===== src/design/sp_bus_pkg.sv =====
package sp_bus_pkg;

   // the data bus numbers bits big-endian so bit 0 is the most significant
   localparam int SP_ADR_W      = 32;
   localparam int SP_DAT_W      = 32;
   localparam int SP_SEL_W      = 4;
   localparam int SP_LANE_W     = SP_DAT_W / SP_SEL_W;
   localparam int SP_LANE_IDX_W = $clog2(SP_SEL_W);

   // the last lane of a word is the least significant byte
   localparam logic [0:SP_LANE_IDX_W-1] SP_LAST_LANE = SP_LANE_IDX_W'(SP_SEL_W - 1);

   // the top address byte picks the region when address bit 0 is set
   localparam int                SP_REGION_W    = 8;
   localparam logic [0:SP_REGION_W-1] SP_REGION_BYTE = 8'h80;
   localparam logic [0:SP_REGION_W-1] SP_REGION_CTRL = 8'hff;

   // local word memory
   localparam int SP_MEM_WORDS = 1024;
   localparam int SP_MEM_AW    = 10;

   // the external byte bus carries a word address and a two-bit byte index
   localparam int SP_BYTE_ADR_W = 24;
   localparam int SP_BRIDGE_AW  = SP_BYTE_ADR_W - SP_LANE_IDX_W;

   // regions that the top level decodes from the CPU address
   typedef enum logic [1:0] {
      RG_MEM,
      RG_BYTE,
      RG_CTRL,
      RG_NONE
   } sp_region_e;

   // byte bridge sequencer
   typedef enum logic [1:0] {
      BR_IDLE,
      BR_XFER,
      BR_DONE
   } sp_bridge_state_e;

endpackage

===== src/design/sp_byte_bridge.sv =====
`timescale 1ns/1ns

module sp_byte_bridge (
   input  logic                                 clk,
   input  logic                                 reset_i,
   input  logic [0:sp_bus_pkg::SP_BRIDGE_AW-1]  adr_i,
   input  logic [0:sp_bus_pkg::SP_DAT_W-1]      dat_i,
   input  logic [0:sp_bus_pkg::SP_SEL_W-1]      sel_i,
   input  logic                                 we_i,
   input  logic                                 stb_i,
   output logic                                 ack_o,
   output logic [0:sp_bus_pkg::SP_DAT_W-1]      dat_o,
   output logic [0:sp_bus_pkg::SP_BYTE_ADR_W-1] wb_adr_o,
   output logic [0:sp_bus_pkg::SP_LANE_W-1]     wb_dat_o,
   input  logic [0:sp_bus_pkg::SP_LANE_W-1]     wb_dat_i,
   output logic                                 wb_we_o,
   output logic                                 wb_sel_o,
   output logic                                 wb_stb_o,
   output logic                                 wb_cyc_o,
   input  logic                                 wb_ack_i
);
   import sp_bus_pkg::*;

   sp_bridge_state_e         state_q;
   logic [0:SP_LANE_IDX_W-1] lane_q;
   logic [0:SP_DAT_W-1]      shift_q;

   always_ff @(posedge clk) begin
      if (reset_i) begin
         state_q <= BR_IDLE;
         lane_q  <= '0;
      end else begin
         case (state_q)
            BR_IDLE: begin
               lane_q <= '0;
               if (stb_i) begin
                  state_q <= BR_XFER;
               end
            end
            BR_XFER: begin
               if (!stb_i) begin
                  state_q <= BR_IDLE;  // the master abandoned the access
               end else if (wb_ack_i) begin
                  lane_q <= lane_q + 1'b1;
                  if (lane_q == SP_LAST_LANE) begin
                     state_q <= BR_DONE;
                  end
               end
            end
            BR_DONE: begin
               state_q <= BR_IDLE;  // the master drops stb while we sit here
            end
            default: begin
               state_q <= BR_IDLE;
            end
         endcase
      end
   end

   // each returned byte enters at the bottom so lane 0 ends up on top
   always_ff @(posedge clk) begin
      if (state_q == BR_XFER && wb_ack_i) begin
         shift_q <= {shift_q[SP_LANE_W:SP_DAT_W-1], wb_dat_i};
      end
   end

   assign ack_o = (state_q == BR_DONE);
   assign dat_o = shift_q;

   assign wb_adr_o = {adr_i, lane_q};
   assign wb_dat_o = dat_i[lane_q*SP_LANE_W +: SP_LANE_W];
   assign wb_sel_o = sel_i[lane_q];
   assign wb_we_o  = we_i;
   assign wb_stb_o = (state_q == BR_XFER) && stb_i;
   assign wb_cyc_o = stb_i && (state_q != BR_DONE);

endmodule


===== config.mk =====
export PLATFORM = sky130hd
export DESIGN_NAME = sp_byte_bridge
export DESIGN_NICKNAME = d
export VERILOG_FILES = /design/src/design/sp_bus_pkg.sv /design/src/design/sp_byte_bridge.sv
export SDC_FILE = /design/constraint.sdc
export NUM_CORES = 1
export LEC_CHECK = 0
export BUFFER_PORTS_ARGS = -buffer_cell sky130_fd_sc_hd__buf_2
export CORE_MARGIN = 1
export CORE_UTILIZATION = 34
export CTS_CLUSTER_SIZE = 30
export DETAILED_ROUTE_END_ITERATION = 8
export PLACE_DENSITY_LB_ADDON = 0.12
export REMOVE_ABC_BUFFERS = 1
export SYNTH_ARGS = -nofsm -noshare
export SYNTH_HDL_FRONTEND = slang
export SYNTH_SLANG_ARGS = --single-unit

===== constraint.sdc =====
create_clock -name clk -period 1.3 [get_ports clk]
set_clock_uncertainty 0.05 [all_clocks]
set_input_delay 0.195 -clock clk [delete_from_list [all_inputs] [get_ports clk]]
set_output_delay 0.195 -clock clk [all_outputs]
set_load 0.03 [all_outputs]

# After elaboration in Yosys (flattened, before gate mapping)
# Cells that the tools add are included.
[word_totals] input_bits=71 word_cells=35 output_inout_bits=69 regBits=36
[op_classes] n_bitwise=2 order_cmp=1 add_sub_neg=1 mux=11 eq_ne=9 shifts=1 reduce_logical=7
[op_table] cell="$not 5->33" count=1
[op_table] cell="$shiftx 32x33->33" count=1
[op_table] cell="$mux 2" count=6
[op_table] cell="$ne 2x2->1 const B" count=4
[op_table] cell="$pmux 2 s2" count=2
[op_table] cell="$ne 3x3->1 const B" count=2
[op_table] cell="$reduce_and 3->1" count=2
[op_table] cell="$eq 2x2->1 const B" count=2
[op_table] cell="$ge 3x3->1 const B" count=1
[op_table] cell="$logic_and 1x1->1" count=3
[op_table] cell="$not 2->3" count=1
[op_table] cell="$add 2x1->2 const B" count=1
[op_table] cell="$bmux 1 s2" count=1
[op_table] cell="$eq 2x1->1 const B" count=1
[op_table] cell="$logic_not 2->1" count=1
[op_table] cell="$mux 1" count=2
[op_table] cell="$reduce_bool 2->1" count=1

# Longest topological paths before layout
[logic_depth] depth_word=5 depth_mapped=3 mapped_depth_nobuf=3

# Worst setup path after synthesis
# No wires, ideal clock.
[synth_path] path_kind="register to output" startpoint="register lane_q[1] (netlist bit)" endpoint="output port wb_dat_o[7] (netlist bit)" slack_ns=-0.463 n_path_buf=1 t_required_ns=1.055 t_arrival_ns=1.518 stages_incl_launch_ff=3 cell_sequence="dfxtp_1 -> buf_6 -> mux4_1"
[synth_via] elab_chain_cells=2
[synth_lines] element="from (decl)" line_no="sp_byte_bridge.sv:25" text="logic [0:SP_LANE_IDX_W-1] lane_q;"
[synth_lines] element="from (signal assigned)" line_no="sp_byte_bridge.sv:44" text="lane_q <= lane_q + 1'b1;"
[synth_lines] element="$not 5->33 (not written as such)" line_no="sp_byte_bridge.sv:71" text="assign wb_dat_o = dat_i[lane_q*SP_LANE_W +: SP_LANE_W];"
[synth_lines] element="$shiftx 32x33->33" line_no="sp_byte_bridge.sv:71"
[synth_lines] element="to (decl)" line_no="sp_byte_bridge.sv:14" text="output logic [0:sp_bus_pkg::SP_LANE_W-1] wb_dat_o,"
# Every way passes these cells.

# Worst setup path after layout
[layout_path] startpoint="register lane_q[1] (netlist bit)" endpoint="output port wb_dat_o[4] (netlist bit)"
# The elaborated chain is that of the path after synthesis.

==> parameters.txt <==
Parameter                              Value

Outcome
  Status ... finished with violations
  Violations in the final reports ... negative setup slack

Timing
  Shortest period the worst path allows ... around 1700 ps
  Total count of hold-check failures in the final report ... 0
  Max-slew headroom at the worst pin ... 0.850
  Highest clock frequency the design can meet ... a little under 0.6 GHz
  Final Slew Violations ... 0
  Setup repair after global routing missed its margin ... yes
  Least setup slack across all paths after layout ... -387 ps
  Total negative setup slack ... -3500 ps
  Worst Hold Slack ... approximately 35 ps
  Worst Max-Slew Pin Slew ... 223 ps
  Portion of the clock cycle consumed by the worst path in the final layout ... 1.30
  Final Setup Violations ... 11

Synthesis
  Area share of the largest cell type after synthesis ... 0.612
  Biggest area consumer among synthesized cells ... edfxtp_1
  Most used DFF post-synth ... edfxtp_1
  Simple logic cell fraction of the synthesized area ... 0.0669
  Compound-gate portion of the synthesized area ... 0.00797
  Post-Synth XOR/XNOR Area ... 0
  Largest family of logic cells by synthesized area ... multiplexers
  Synth Area in Adders ... 0.00797
  Post-synthesis mux area share ... 0.134
  Post-synthesis sequential element count ... 36
  Post-synthesis sequential area ratio ... 0.663
  Number of cells produced by synthesis ... 88
  Cell variety after synth ... 19
  Synthesis Warnings ... 0
  Post-synthesis cell area ... 0.00157 mm²
  Average instance area after synthesis ... 17.8 µm²
  Number of enable flip-flop cells after synthesis ... 32
  Ys async rst share ... 0
  Synth area leaders ... edfxtp_1, buf_4, mux4_2

Global routing
  Overflow after GRT ... 0
  Maximum number of pins on one net before global-route repair ... 34
  Number of antenna violations at the first check in global routing ... 0
  Wire length of the first global-routing pass ... around 5.2 mm
  Global Route Usage Sum ... 0.145
  Via count of the first global-routing pass ... 1066

Final layout
  Share of cells above drive strength 1 ... 0.727
  Non-Filler Cell Area, Final ... 0.00217 mm²
  Most common cell after layout, fill and taps aside ... buf_2
  Combined area of the multi-input logic cells ... 334 µm²
  Antenna diode instance count ... 0
  FF+latch area ... 0.00105 mm²
  Core utilization of the finished layout ... 0.496
  Net count, final ... 244
  Count of filler cells inserted in the layout ... between 300 and 400
  Post-Layout Cell Count ... between 200 and 250
  Leading cell types in the layout, fill and taps excluded ... buf_2, edfxtp_1, buf_6, mux4_2, buf_4
  Area growth, synth to finish ... 38.4%

Critical path
  Critical path data required time ... 1050 ps
  Startpoint of the worst-slack reg-to-reg timing path ... state_q[0]$_SDFFE_PP0P_
  Crit Path Max Fanout ... 7
  Critical setup path kind ... reg -> out
  Cell type group with the largest total delay on the critical path ... multiplexers
  Cell count of the worst reg-to-reg path ... 3
  Arrival time reported for the critical path endpoint ... 1440 ps
  Crit end category ... primary output
  Category of the worst setup path launch point ... flip-flop
  Cells traversed along the worst timing path ... buf_12, mux4_2, buf_6
  Crit path max-delay cell type ... mux4_2
  Worst reg2reg path endpoint ... dat_o[0]$_DFFE_PP_
  Max stage delay on crit path ... 510 ps
  Internal reg-to-reg setup slack ... 60 ps
  Number of buffers and inverters on the critical path ... 2

CTS
  Number of buffers inserted by hold repair at cts ... 0
  Buffer levels on the longest clock path ... 2
  CTS root buffer ... clkbuf_8
  Clock tree from TritonCTS ... done
  Total CTS buffers ... 5
  CTS H-Tree Depth ... 2
  Clock transition at the registers of the reported paths ... 70 ps
  Insertion delay to the later sink of the worst-skew pair ... 280 ps
  Clock sink count ... 36

Place
  Pre-CTS setup slack ... -251 ps
  GP Congestion ... 0.736
  Placement-stage cell area ... 0.00199 mm²
  Total placed cells including tap cells ... 214
  Count of port buffers added during placement ... a little over 90

Die
  Number of core rows ... 24
  Chip Width ... 70.0 µm
  Std-Cell Core Area ... 0.00438 mm²
  DIE HEIGHT ... 70.0 µm
  Total Die Area ... 0.00489 mm²
  Initial core utilization ... 0.358
  Ports ... between 100 and 150

Power
  Post-layout total power ... 2.33 mW
  Power density over the cells ... between 1000 and 1500 mW/mm²
  Combinational cell fraction of total power ... 0.133
  Maximum resistive drop on vdd ... between 0.7 and 0.8 mV
  Clk network pwr share ... 0.310
  Fraction of power spent switching nets ... 0.229
  Sw Pwr ... around 530 µW
  Sequential share of power ... 0.557
  Leakage power figure ... 0.917 nW
  Cell internal pwr ... 1.79 mW

Worst hold path
  Number of cells on the worst hold path ... 1
  Hold wc startpoint ... wb_dat_i[7]
  Worst min-delay path category ... in -> reg
  Endpoint, Worst Hold ... dat_o[31]$_DFFE_PP_

Detailed routing
  WL per Instance ... 15.5 µm
  Number of detailed-route iterations in the first pass ... 4
  Via count of the routed design ... 1102
  Number of nets with antenna violations after detailed routing ... 0
  Vias per Instance ... approximately 5
  DR DRC count ... 0
  Total wire length ... 3.48 mm
  Iteration-0 DRC count of the detailed router ... 20

Job
  Max cap viols ... 0
==> cells in the mapped netlist (2+ instances only) <==
cell type and instances:
nand3_1 3, buf_4 23, dfxtp_1 4, nand2_1 3
a31oi_1 2, mux4_2 7, edfxtp_1 32, mux4_1 2
and2_2 2
==> per-layer routing <==
| layer | track usage | up-vias | part of all wire |
|---|---|---|---|
| met4 | 0.0600 | 0 | 0.015 |
| met1 | 0.168 | 508 | 0.38 |
| li1 | - | 482 | - |
| met5 | 0 | - | 0 |
| met2 | 0.202 | 106 | 0.43 |
| met3 | 0.108 | 6 | 0.17 |
==> kinds of logic (layout without fill, tap and decap cells) <==
group           after synthesis  count (layout)
fa+ha+maj                     1               1
mux                           9               9
flops                        36              36
buf+inv                      25             109
simple gates                 15              15
compound gates                2               2
==> state kept, by name (all words and copies together), names as in the netlist <==
signal and flops:
lane_q 2, dat_o 32, state_q 2
==> cell type report <==
class | instances | share of cell area
repair buffers | 102 | 0.297
clock buffers | 5 | 0.0317
flip-flops and latches | 36 | 0.482
clock inverters | 2 | 0.00576
well taps | 52 | 0.0299
multi-input cells | 27 | 0.154
==> repair_timing <==
item,4_1_cts,5_1_grt
buffers inserted,3,0
endpoints found under the setup margin,12,12
pin swaps,1,0
gates resized for setup,31,0
==> power by group through the flow <==
stage / clock (mW) / combinational (mW) / sequential, mW
detailed placement: 0 / 0.276 / 1.32
global placement: 0 / 0.273 / 1.32
CTS: 0.757 / 0.311 / 1.30
global route: 0.802 / 0.328 / 1.30
finish: 0.722 / 0.309 / 1.30
floorplan: 0 / 0.0928 / 1.38
==> worst max path at each step <==
stage,from,to,slack (ps),depth (start not counted)
final,lane_q[1]$_SDFFE_PP0P_,wb_dat_o[4],-390,3
after global routing,lane_q[1]$_SDFFE_PP0P_,wb_dat_o[4],-450,3
after CTS,lane_q[1]$_SDFFE_PP0P_,wb_dat_o[4],-410,3
after detailed placement,lane_q[1]$_SDFFE_PP0P_,wb_dat_o[4],-250,3
after global placement,lane_q[1]$_SDFFE_PP0P_,wb_dat_o[6],-210,3
after floorplan,lane_q[1]$_SDFFE_PP0P_,wb_dat_o[0],-590,1
No activity file was read; power rests on OpenSTA's default activity.
