**src/design/sp_bus_pkg.sv**
```systemverilog
package sp_bus_pkg;

   // the data bus numbers bits big-endian so bit 0 is the most significant
   localparam int SP_ADR_W      = 32;
   localparam int SP_DAT_W      = 32;
   localparam int SP_SEL_W      = 4;
   localparam int SP_LANE_W     = SP_DAT_W / SP_SEL_W;
   localparam int SP_LANE_IDX_W = $clog2(SP_SEL_W);

   // the last lane of a word is the least significant byte
   localparam logic [0:SP_LANE_IDX_W-1] SP_LAST_LANE = SP_LANE_IDX_W'(SP_SEL_W - 1);

   // the top address byte picks the region when address bit 0 is set
   localparam int                SP_REGION_W    = 8;
   localparam logic [0:SP_REGION_W-1] SP_REGION_BYTE = 8'h80;
   localparam logic [0:SP_REGION_W-1] SP_REGION_CTRL = 8'hff;

   // local word memory
   localparam int SP_MEM_WORDS = 1024;
   localparam int SP_MEM_AW    = 10;

   // the external byte bus carries a word address and a two-bit byte index
   localparam int SP_BYTE_ADR_W = 24;
   localparam int SP_BRIDGE_AW  = SP_BYTE_ADR_W - SP_LANE_IDX_W;

   // regions that the top level decodes from the CPU address
   typedef enum logic [1:0] {
      RG_MEM,
      RG_BYTE,
      RG_CTRL,
      RG_NONE
   } sp_region_e;

   // byte bridge sequencer
   typedef enum logic [1:0] {
      BR_IDLE,
      BR_XFER,
      BR_DONE
   } sp_bridge_state_e;

endpackage
```
**src/design/sp_regs_pkg.sv**
```systemverilog
package sp_regs_pkg;

   // control registers are addressed by word offset inside the 8'hff region
   localparam int SP_REG_AW = 3;

   typedef enum logic [0:SP_REG_AW-1] {
      REG_LED      = 3'd0,
      REG_SW_RESET = 3'd1,
      REG_SCRATCH  = 3'd2,
      REG_KEYBOARD = 3'd3,
      REG_ID       = 3'd4
   } sp_reg_e;

   // field widths
   localparam int SP_SW_RESET_W = 5;
   localparam int SP_KEYCODE_W  = 7;
   localparam int SP_SHIFT_W    = 4;

   // LED bits in REG_LED
   localparam int SP_LED_GREEN_BIT = 31;
   localparam int SP_LED_RED_BIT   = 30;

   // the keyboard word is valid in bit 0, zero padding, shift state, then key code
   localparam int SP_KB_PAD_W = sp_bus_pkg::SP_DAT_W - 1 - SP_SHIFT_W - SP_KEYCODE_W;

   localparam logic [0:31] SP_ID_VALUE = 32'h5350_0001;

endpackage

```
**src/design/sp_ctrl_regs.sv**
```systemverilog
`timescale 1ns/1ns

module sp_ctrl_regs (
   input  logic                                  clk,
   input  logic                                  reset_i,
   input  logic [0:sp_regs_pkg::SP_REG_AW-1]     adr_i,
   input  logic [0:sp_bus_pkg::SP_DAT_W-1]       dat_i,
   input  logic [0:sp_bus_pkg::SP_SEL_W-1]       sel_i,
   input  logic                                  we_i,
   input  logic                                  stb_i,
   output logic                                  ack_o,
   output logic [0:sp_bus_pkg::SP_DAT_W-1]       dat_o,
   output logic                                  led_red_o,
   output logic                                  led_green_o,
   output logic [0:sp_regs_pkg::SP_SW_RESET_W-1] sw_reset_o,
   input  logic                                  keypress_i,
   input  logic [0:sp_regs_pkg::SP_KEYCODE_W-1]  keycode_i,
   input  logic [0:sp_regs_pkg::SP_SHIFT_W-1]    shift_state_i,
   output logic                                  keyboard_block_o
);
   import sp_bus_pkg::*;
   import sp_regs_pkg::*;

   sp_reg_e                  reg_sel;
   logic                     access;
   logic                     wr;
   logic                     rd;
   logic                     kb_capture;
   logic                     led_red_q;
   logic                     led_green_q;
   logic [0:SP_SW_RESET_W-1] sw_reset_q;
   logic [0:SP_DAT_W-1]      scratch_q;
   logic                     kb_valid_q;
   logic [0:SP_KEYCODE_W-1]  kb_code_q;
   logic [0:SP_SHIFT_W-1]    kb_shift_q;
   logic [0:SP_DAT_W-1]      rd_data;

   assign reg_sel    = sp_reg_e'(adr_i);
   assign access     = stb_i && !ack_o;
   assign wr         = access && we_i;
   assign rd         = access && !we_i;
   assign kb_capture = keypress_i && !kb_valid_q;  // the first key wins until software reads it

   always_comb begin
      case (reg_sel)
         REG_LED: begin
            rd_data                   = '0;
            rd_data[SP_LED_RED_BIT]   = led_red_q;
            rd_data[SP_LED_GREEN_BIT] = led_green_q;
         end
         REG_SCRATCH: begin
            rd_data = scratch_q;
         end
         REG_KEYBOARD: begin
            rd_data = {kb_valid_q, {SP_KB_PAD_W{1'b0}}, kb_shift_q, kb_code_q};
         end
         REG_ID: begin
            rd_data = SP_ID_VALUE;
         end
         default: begin
            rd_data = '0;  // the reset pulses and the unused offsets read as zero
         end
      endcase
   end

   always_ff @(posedge clk) begin
      if (reset_i) begin
         ack_o       <= 1'b0;
         led_red_q   <= 1'b0;
         led_green_q <= 1'b0;
         sw_reset_q  <= '0;
         kb_valid_q  <= 1'b0;
      end else begin
         ack_o      <= access;
         sw_reset_q <= '0;
         // the LED and reset bits all sit in the last byte lane
         if (wr && reg_sel == REG_LED && sel_i[SP_SEL_W-1]) begin
            led_red_q   <= dat_i[SP_LED_RED_BIT];
            led_green_q <= dat_i[SP_LED_GREEN_BIT];
         end
         if (wr && reg_sel == REG_SW_RESET && sel_i[SP_SEL_W-1]) begin
            sw_reset_q <= dat_i[SP_DAT_W-SP_SW_RESET_W:SP_DAT_W-1];
         end
         if (kb_capture) begin
            kb_valid_q <= 1'b1;
         end else if (rd && reg_sel == REG_KEYBOARD) begin
            kb_valid_q <= 1'b0;
         end
      end
   end

   always_ff @(posedge clk) begin
      if (kb_capture) begin
         kb_code_q  <= keycode_i;
         kb_shift_q <= shift_state_i;
      end
      if (wr && reg_sel == REG_SCRATCH) begin
         for (int i = 0; i < SP_SEL_W; i++) begin
            if (sel_i[i]) begin
               scratch_q[i*SP_LANE_W +: SP_LANE_W] <= dat_i[i*SP_LANE_W +: SP_LANE_W];
            end
         end
      end
      if (access) begin
         dat_o <= rd_data;
      end
   end

   assign led_red_o        = led_red_q;
   assign led_green_o      = led_green_q;
   assign sw_reset_o       = sw_reset_q;
   assign keyboard_block_o = kb_valid_q;  // the latch holds off the keyboard until it is read

endmodule

```
**config.mk**
```make
export PLATFORM = sky130hd
export DESIGN_NAME = sp_ctrl_regs
export DESIGN_NICKNAME = d
export VERILOG_FILES = /design/src/design/sp_bus_pkg.sv /design/src/design/sp_regs_pkg.sv /design/src/design/sp_ctrl_regs.sv
export SDC_FILE = /design/constraint.sdc
export NUM_CORES = 1
export LEC_CHECK = 0
export BUFFER_PORTS_ARGS = -buffer_cell sky130_fd_sc_hd__buf_2
export CORE_AREA = 10 10 144 80
export CTS_CLUSTER_SIZE = 28
export DETAILED_ROUTE_END_ITERATION = 8
export DIE_AREA = 0 0 154 90
export GPL_TIMING_DRIVEN = 0
export PLACE_DENSITY = 0.7
export REMOVE_ABC_BUFFERS = 1
export SLEW_MARGIN = 20
export SYNTH_ARGS = -nofsm -noshare
export SYNTH_HDL_FRONTEND = slang
export SYNTH_SLANG_ARGS = --single-unit
```
**constraint.sdc**
```tcl
create_clock -name clk -period 1.42 [get_ports clk]
set_input_delay 0.284 -clock clk [delete_from_list [all_inputs] [get_ports clk]]
set_output_delay 0.284 -clock clk [all_outputs]
set_load 0.02 [all_outputs]
```
-- Yosys cells after proc, flatten, opt, wreduce, memory -nomap -nowiden
Index checks and enable logic that the tools add are counted.
- bitwise gates (word level): 1
- equal/unequal tests: 4
- reductions and logical operators: 20
- multiplexer cells: 3
- operators by type and width (cell ; number):
    32-bit case mux with 4 select lines ; 1
    1-bit logical AND ; 10
    2-bit AND reduction ; 4
    3-bit by 2-bit == test with 1-bit output, second input constant ; 2
    3-bit by 1-bit == test with 1-bit output, second input constant ; 1
    3-bit == test, second input constant ; 1
    1-bit logical NOT ; 3
    3-bit logical NOT ; 1
    1-bit two-way mux ; 2
    2-bit nonzero test ; 1
    2-bit OR reduction ; 1
    1-bit NOT ; 1
- bits in registers: 84
- word-level logic and storage cells: 40
- output and inout bits: 41
- input bits: 55

-- Logic depth before layout (Yosys ltp)
- depth in word-level cells: 7
- mapped depth: 5
- gate-level depth less buffers: 3

-- Least setup slack after synthesis
Ideal clock, no wire load.
- path type: flip-flop to flip-flop
- start point: register ack_o
- end point: register dat_o[0] in the netlist's numbering, enable pin
- data arrival time: 1.200 ns
- clock period less this slack: 1.586 ns
- library setup time: 0.387 ns
- buffers on the path: 0
- slack: -0.166 ns
- data required time: 1.033 ns
- stages on the path, launching flop included: 3
- cells stage by stage: dfxtp_1 nand2b_1 inv_1
- cells in the longest elaborated chain, start to end: 2
- RTL lines (what ; RTL line ; source):
    start: declaration ; sp_ctrl_regs.sv:11 ; output logic ack_o,
    start signal: assignment ; sp_ctrl_regs.sv:74 ; ack_o <= access;
    1-bit logical NOT ; sp_ctrl_regs.sv:39 ; assign access = stb_i && !ack_o;
    1-bit logical AND ; sp_ctrl_regs.sv:39 ;
    via access ; sp_ctrl_regs.sv:25 ; logic access;
    end signal: assignment ; sp_ctrl_regs.sv:105 ; dat_o <= rd_data;
    end: declaration ; sp_ctrl_regs.sv:12 ; output logic [0:sp_bus_pkg::SP_DAT_W-1] dat_o,
The timed path passes the listed nets, and every way through them passes these cells.
A chain may end at the register's enable or synchronous reset.

-- Worst setup path after layout
- start point: register ack_o
- end point: register scratch_q[5] in the netlist's numbering, enable pin
- cells in the longest elaborated chain, start to end: 5
- RTL lines (what ; RTL line ; source):
    1-bit logical NOT ; sp_ctrl_regs.sv:39 ;
    1-bit logical AND ; sp_ctrl_regs.sv:39 ;
    1-bit logical AND ; sp_ctrl_regs.sv:40 ; assign wr = access && we_i;
    1-bit logical AND ; sp_ctrl_regs.sv:97 ; if (wr && reg_sel == REG_SCRATCH) begin
    2-bit AND reduction (no line) ; -- ;
    end signal: indexed assignment ; sp_ctrl_regs.sv:100 ; scratch_q[i*SP_LANE_W +: SP_LANE_W] <= dat_i[i*SP_LANE_W +: SP_LANE_W];
    end: declaration ; sp_ctrl_regs.sv:32 ; logic [0:SP_DAT_W-1] scratch_q;
Every way passes these cells.

==> results.json <==
{
  "synth_simple_gate_area_share_pct": 13.2,
  "max-vdd-ir-drop_uv": 535,
  "dieWidth_um": 154,
  "synth_compound_area_share_pct": 1.67,
  "final_area_sq_um": 4000,
  "required_ns": 1.45,
  "ys_seq_area_share_pct": 79.3,
  "p_leak_nw": 1.61,
  "clkLatencyLatePin_ns": 0.33,
  "vias_per_cell": 4.33,
  "timing.setup.tns_ns": 0,
  "clock_sinks": 84,
  "reg2regPathDepth": 3,
  "ys_ff_latch": 84,
  "ant_nets": 0,
  "worstMarginPinSlew_ns": 0.746,
  "criticalPathCategory": "register to register",
  "vias": 1749,
  "cap_violations": 0,
  "grt_pass1_vias": 1942,
  "crit_buf_inv": 0,
  "fin_hold_ws_ns": 0.125,
  "min_path_type": "input pin to register",
  "wl_um": 6890,
  "nets": 331,
  "tritoncts": "done",
  "holdPathStages": 1,
  "track_usage_pct": 10.1,
  "fin_skew_ns": 0.00416,
  "grt_overflow_total": 0,
  "drt_iter0_markers": 60,
  "fillers": 838,
  "finalCritPeriodShare_pct": 94.4,
  "arrival_ns": 1.37,
  "crit_family": "simple AND/OR/NAND/NOR gates",
  "drv_slew": 0,
  "synth-xor-area-share_pct": 0,
  "worst-path-stages": 3,
  "setup_viol": 0,
  "numPortBuffers": 95,
  "fmax_ghz": 0.746,
  "cts_buffers": 9,
  "synth_adder_area_share_pct": 0,
  "synthMuxAreaShare_pct": 4.24,
  "antenna_found_initial": 2,
  "io_pins": 96,
  "yosysWarnings": 0,
  "cp_max_fo": 8,
  "drt_pre_antenna_iters": 4,
  "period_needed_ns": 1.34,
  "worstPathCellList": "nand3b_4, nor3_4, and2_4",
  "core_region_area_sq_um": 9100,
  "place_hpwl_um": 5240,
  "post_cts.repair.setup_buffers": 0,
  "powerDensity_nw_per_um2": 1410,
  "finalPower_w": 0.00563,
  "clk_pin_slew_worst_paths_ns": 0.06,
  "netlist_instances": 176,
  "die-height_um": 90,
  "htreeDepth": 3,
  "wire_per_inst_um": 17.0,
  "critical-path-max-stage-delay_ns": 0.31,
  "dp.cells": 386,
  "clock-root-buffer": "clkbuf_16",
  "finalNonFillerCells": 404,
  "status": "complete, no violations",
  "worst_path_max_delay_cell": "dfxtp_1",
  "drive_gt1_share_pct": 43.4,
  "gp_congestion": 0.785,
  "dieArea_sq_um": 13900,
  "row_count": 25,
  "avgSynthCellArea_sq_um": 17.4,
  "grt_max_degree": 33,
  "areaGrowthSynthToFinish_pct": 30.4,
  "post_dp_cell_area_sq_um": 3650,
  "initial_core_util_pct": 33.7,
  "yosysUniqueCellTypes": 24,
  "endpoint_kind": "register",
  "slew_headroom_pct": 50.2,
  "drc": 0,
  "rsz0062_at_grt": "false",
  "synth_top_family_by_area": "simple AND/OR/NAND/NOR gates",
  "syn_area_sq_um": 3070,
  "hold_viol": 0,
  "cts_max_path_buffers": 2,
  "grt_pass1_wl_um": 10600,
  "crit_path_start_kind": "register"
}
per-layer routing:
metal / vias to the layer above / track usage, % / share of wire (%)
met2: 66 / 14.5 / 44
met3: 9 / 6.80 / 12
met4: 0 / 3.29 / 1.1
met5: - / 0 / 0
li1: 846 / - / -
met1: 828 / 11.7 / 43
final cells by class:
class	instances	area, sq um	area share, %
Sequential cell	84	2430	60.8
Clock buffer	12	246	6.16
Timing Repair Buffer	95	475	11.9
Tap cell	121	151	3.78
Multi-Input combinational cell	85	611	15.3
Antenna cell	2	5.00	0.125
Clock inverter	4	72.6	1.81
Inverter	1	6.26	0.156
Yosys cell counts, drive strengths merged:
library cell  instances  area, sq um
o32ai                 1         8.76
nand2                 7         26.3
a21oi                 7         35.0
inv                   1         3.75
o21a                  1         7.51
nor2b                 1         6.26
nand2b               10         77.6
and2                 23          144
mux2i                13          130
and2b                 1         7.51
nor3                  2         10.0
buf                   5         38.8
clkbuf                1         5.00
dfxtp                 9          180
nand3                 1         5.00
nor4                  3         48.8
nor2                 14         60.1
edfxtp               75         2250
nand3b                1         20.0
stage by stage:
stage          worst slack [ns]  util, %
2_1_floorplan            -0.166        -
3_3_place_gp             -0.713     40.1
3_5_place_dp             -0.719     40.1
4_1_cts                  0.0271     43.9
5_1_grt                 0.00620     43.9
6_report                 0.0796     43.9
layout by cell type (no fill, tap or decap), types with 2 or more instances in the layout:
master	instances
diode_2	2
bufinv_16	2
a21oi_1	7
nand2b_1	8
nor4_4	2
and2_4	4
edfxtp_1	75
mux2i_1	13
buf_2	95
nor2_1	13
clkbuf_1	2
nand2b_4	2
nand2_1	7
dfxtp_1	9
and2_1	19
clkbuf_16	9
flip-flops by register name, indices dropped and copies added (netlist names):
| signal | count |
|---|---|
| dat_o | 32 |
| scratch_q | 32 |
| kb_code_q | 7 |
| sw_reset_o | 5 |
| kb_shift_q | 4 |
| ack_o | 1 |
| keyboard_block_o | 1 |
| led_green_o | 1 |
| led_red_o | 1 |
cell families after synthesis:
| logic type | count (synthesis) |
|---|---|
| AOI/OAI and AO/OA | 9 |
| buffers and inverters | 7 |
| DFF | 84 |
| muxes | 13 |
| and+or+nand+nor | 63 |
where the power goes:
group          internal (W)  switching, W  leakage [nW]
Sequential          0.00278     0.0000217         0.788
Combinational      0.000134      0.000232         0.667
Clock               0.00159      0.000872         0.153
Total               0.00450       0.00113          1.61
worst register-to-register path: cells and delay by family (launching register included):
kind,cells,cell delay (ns)
simple gates,3,0.73
flops,1,0.31
final timing paths:
| kind | slack [ns] | from | end |
|---|---|---|---|
| max reg2reg | 0.08 | ack_o$_SDFF_PP0_ | scratch_q[5]$_DFFE_PP_ |
| max | 0.08 | ack_o$_SDFF_PP0_ | scratch_q[5]$_DFFE_PP_ |
| min | 0.13 | dat_i[19] | scratch_q[19]$_DFFE_PP_ |
| min reg2reg | 0.50 | led_red_o$_SDFFE_PP0P_ | led_red_o$_SDFFE_PP0P_ |
what timing repair did:
action / in CTS / in global routing
hold endpoints to repair: 0 / 0
hold buffers: 0 / 0
gates resized for setup: 10 / 1
setup endpoints to repair: 64 / 8
No activity file was read; power rests on OpenSTA's default activity.
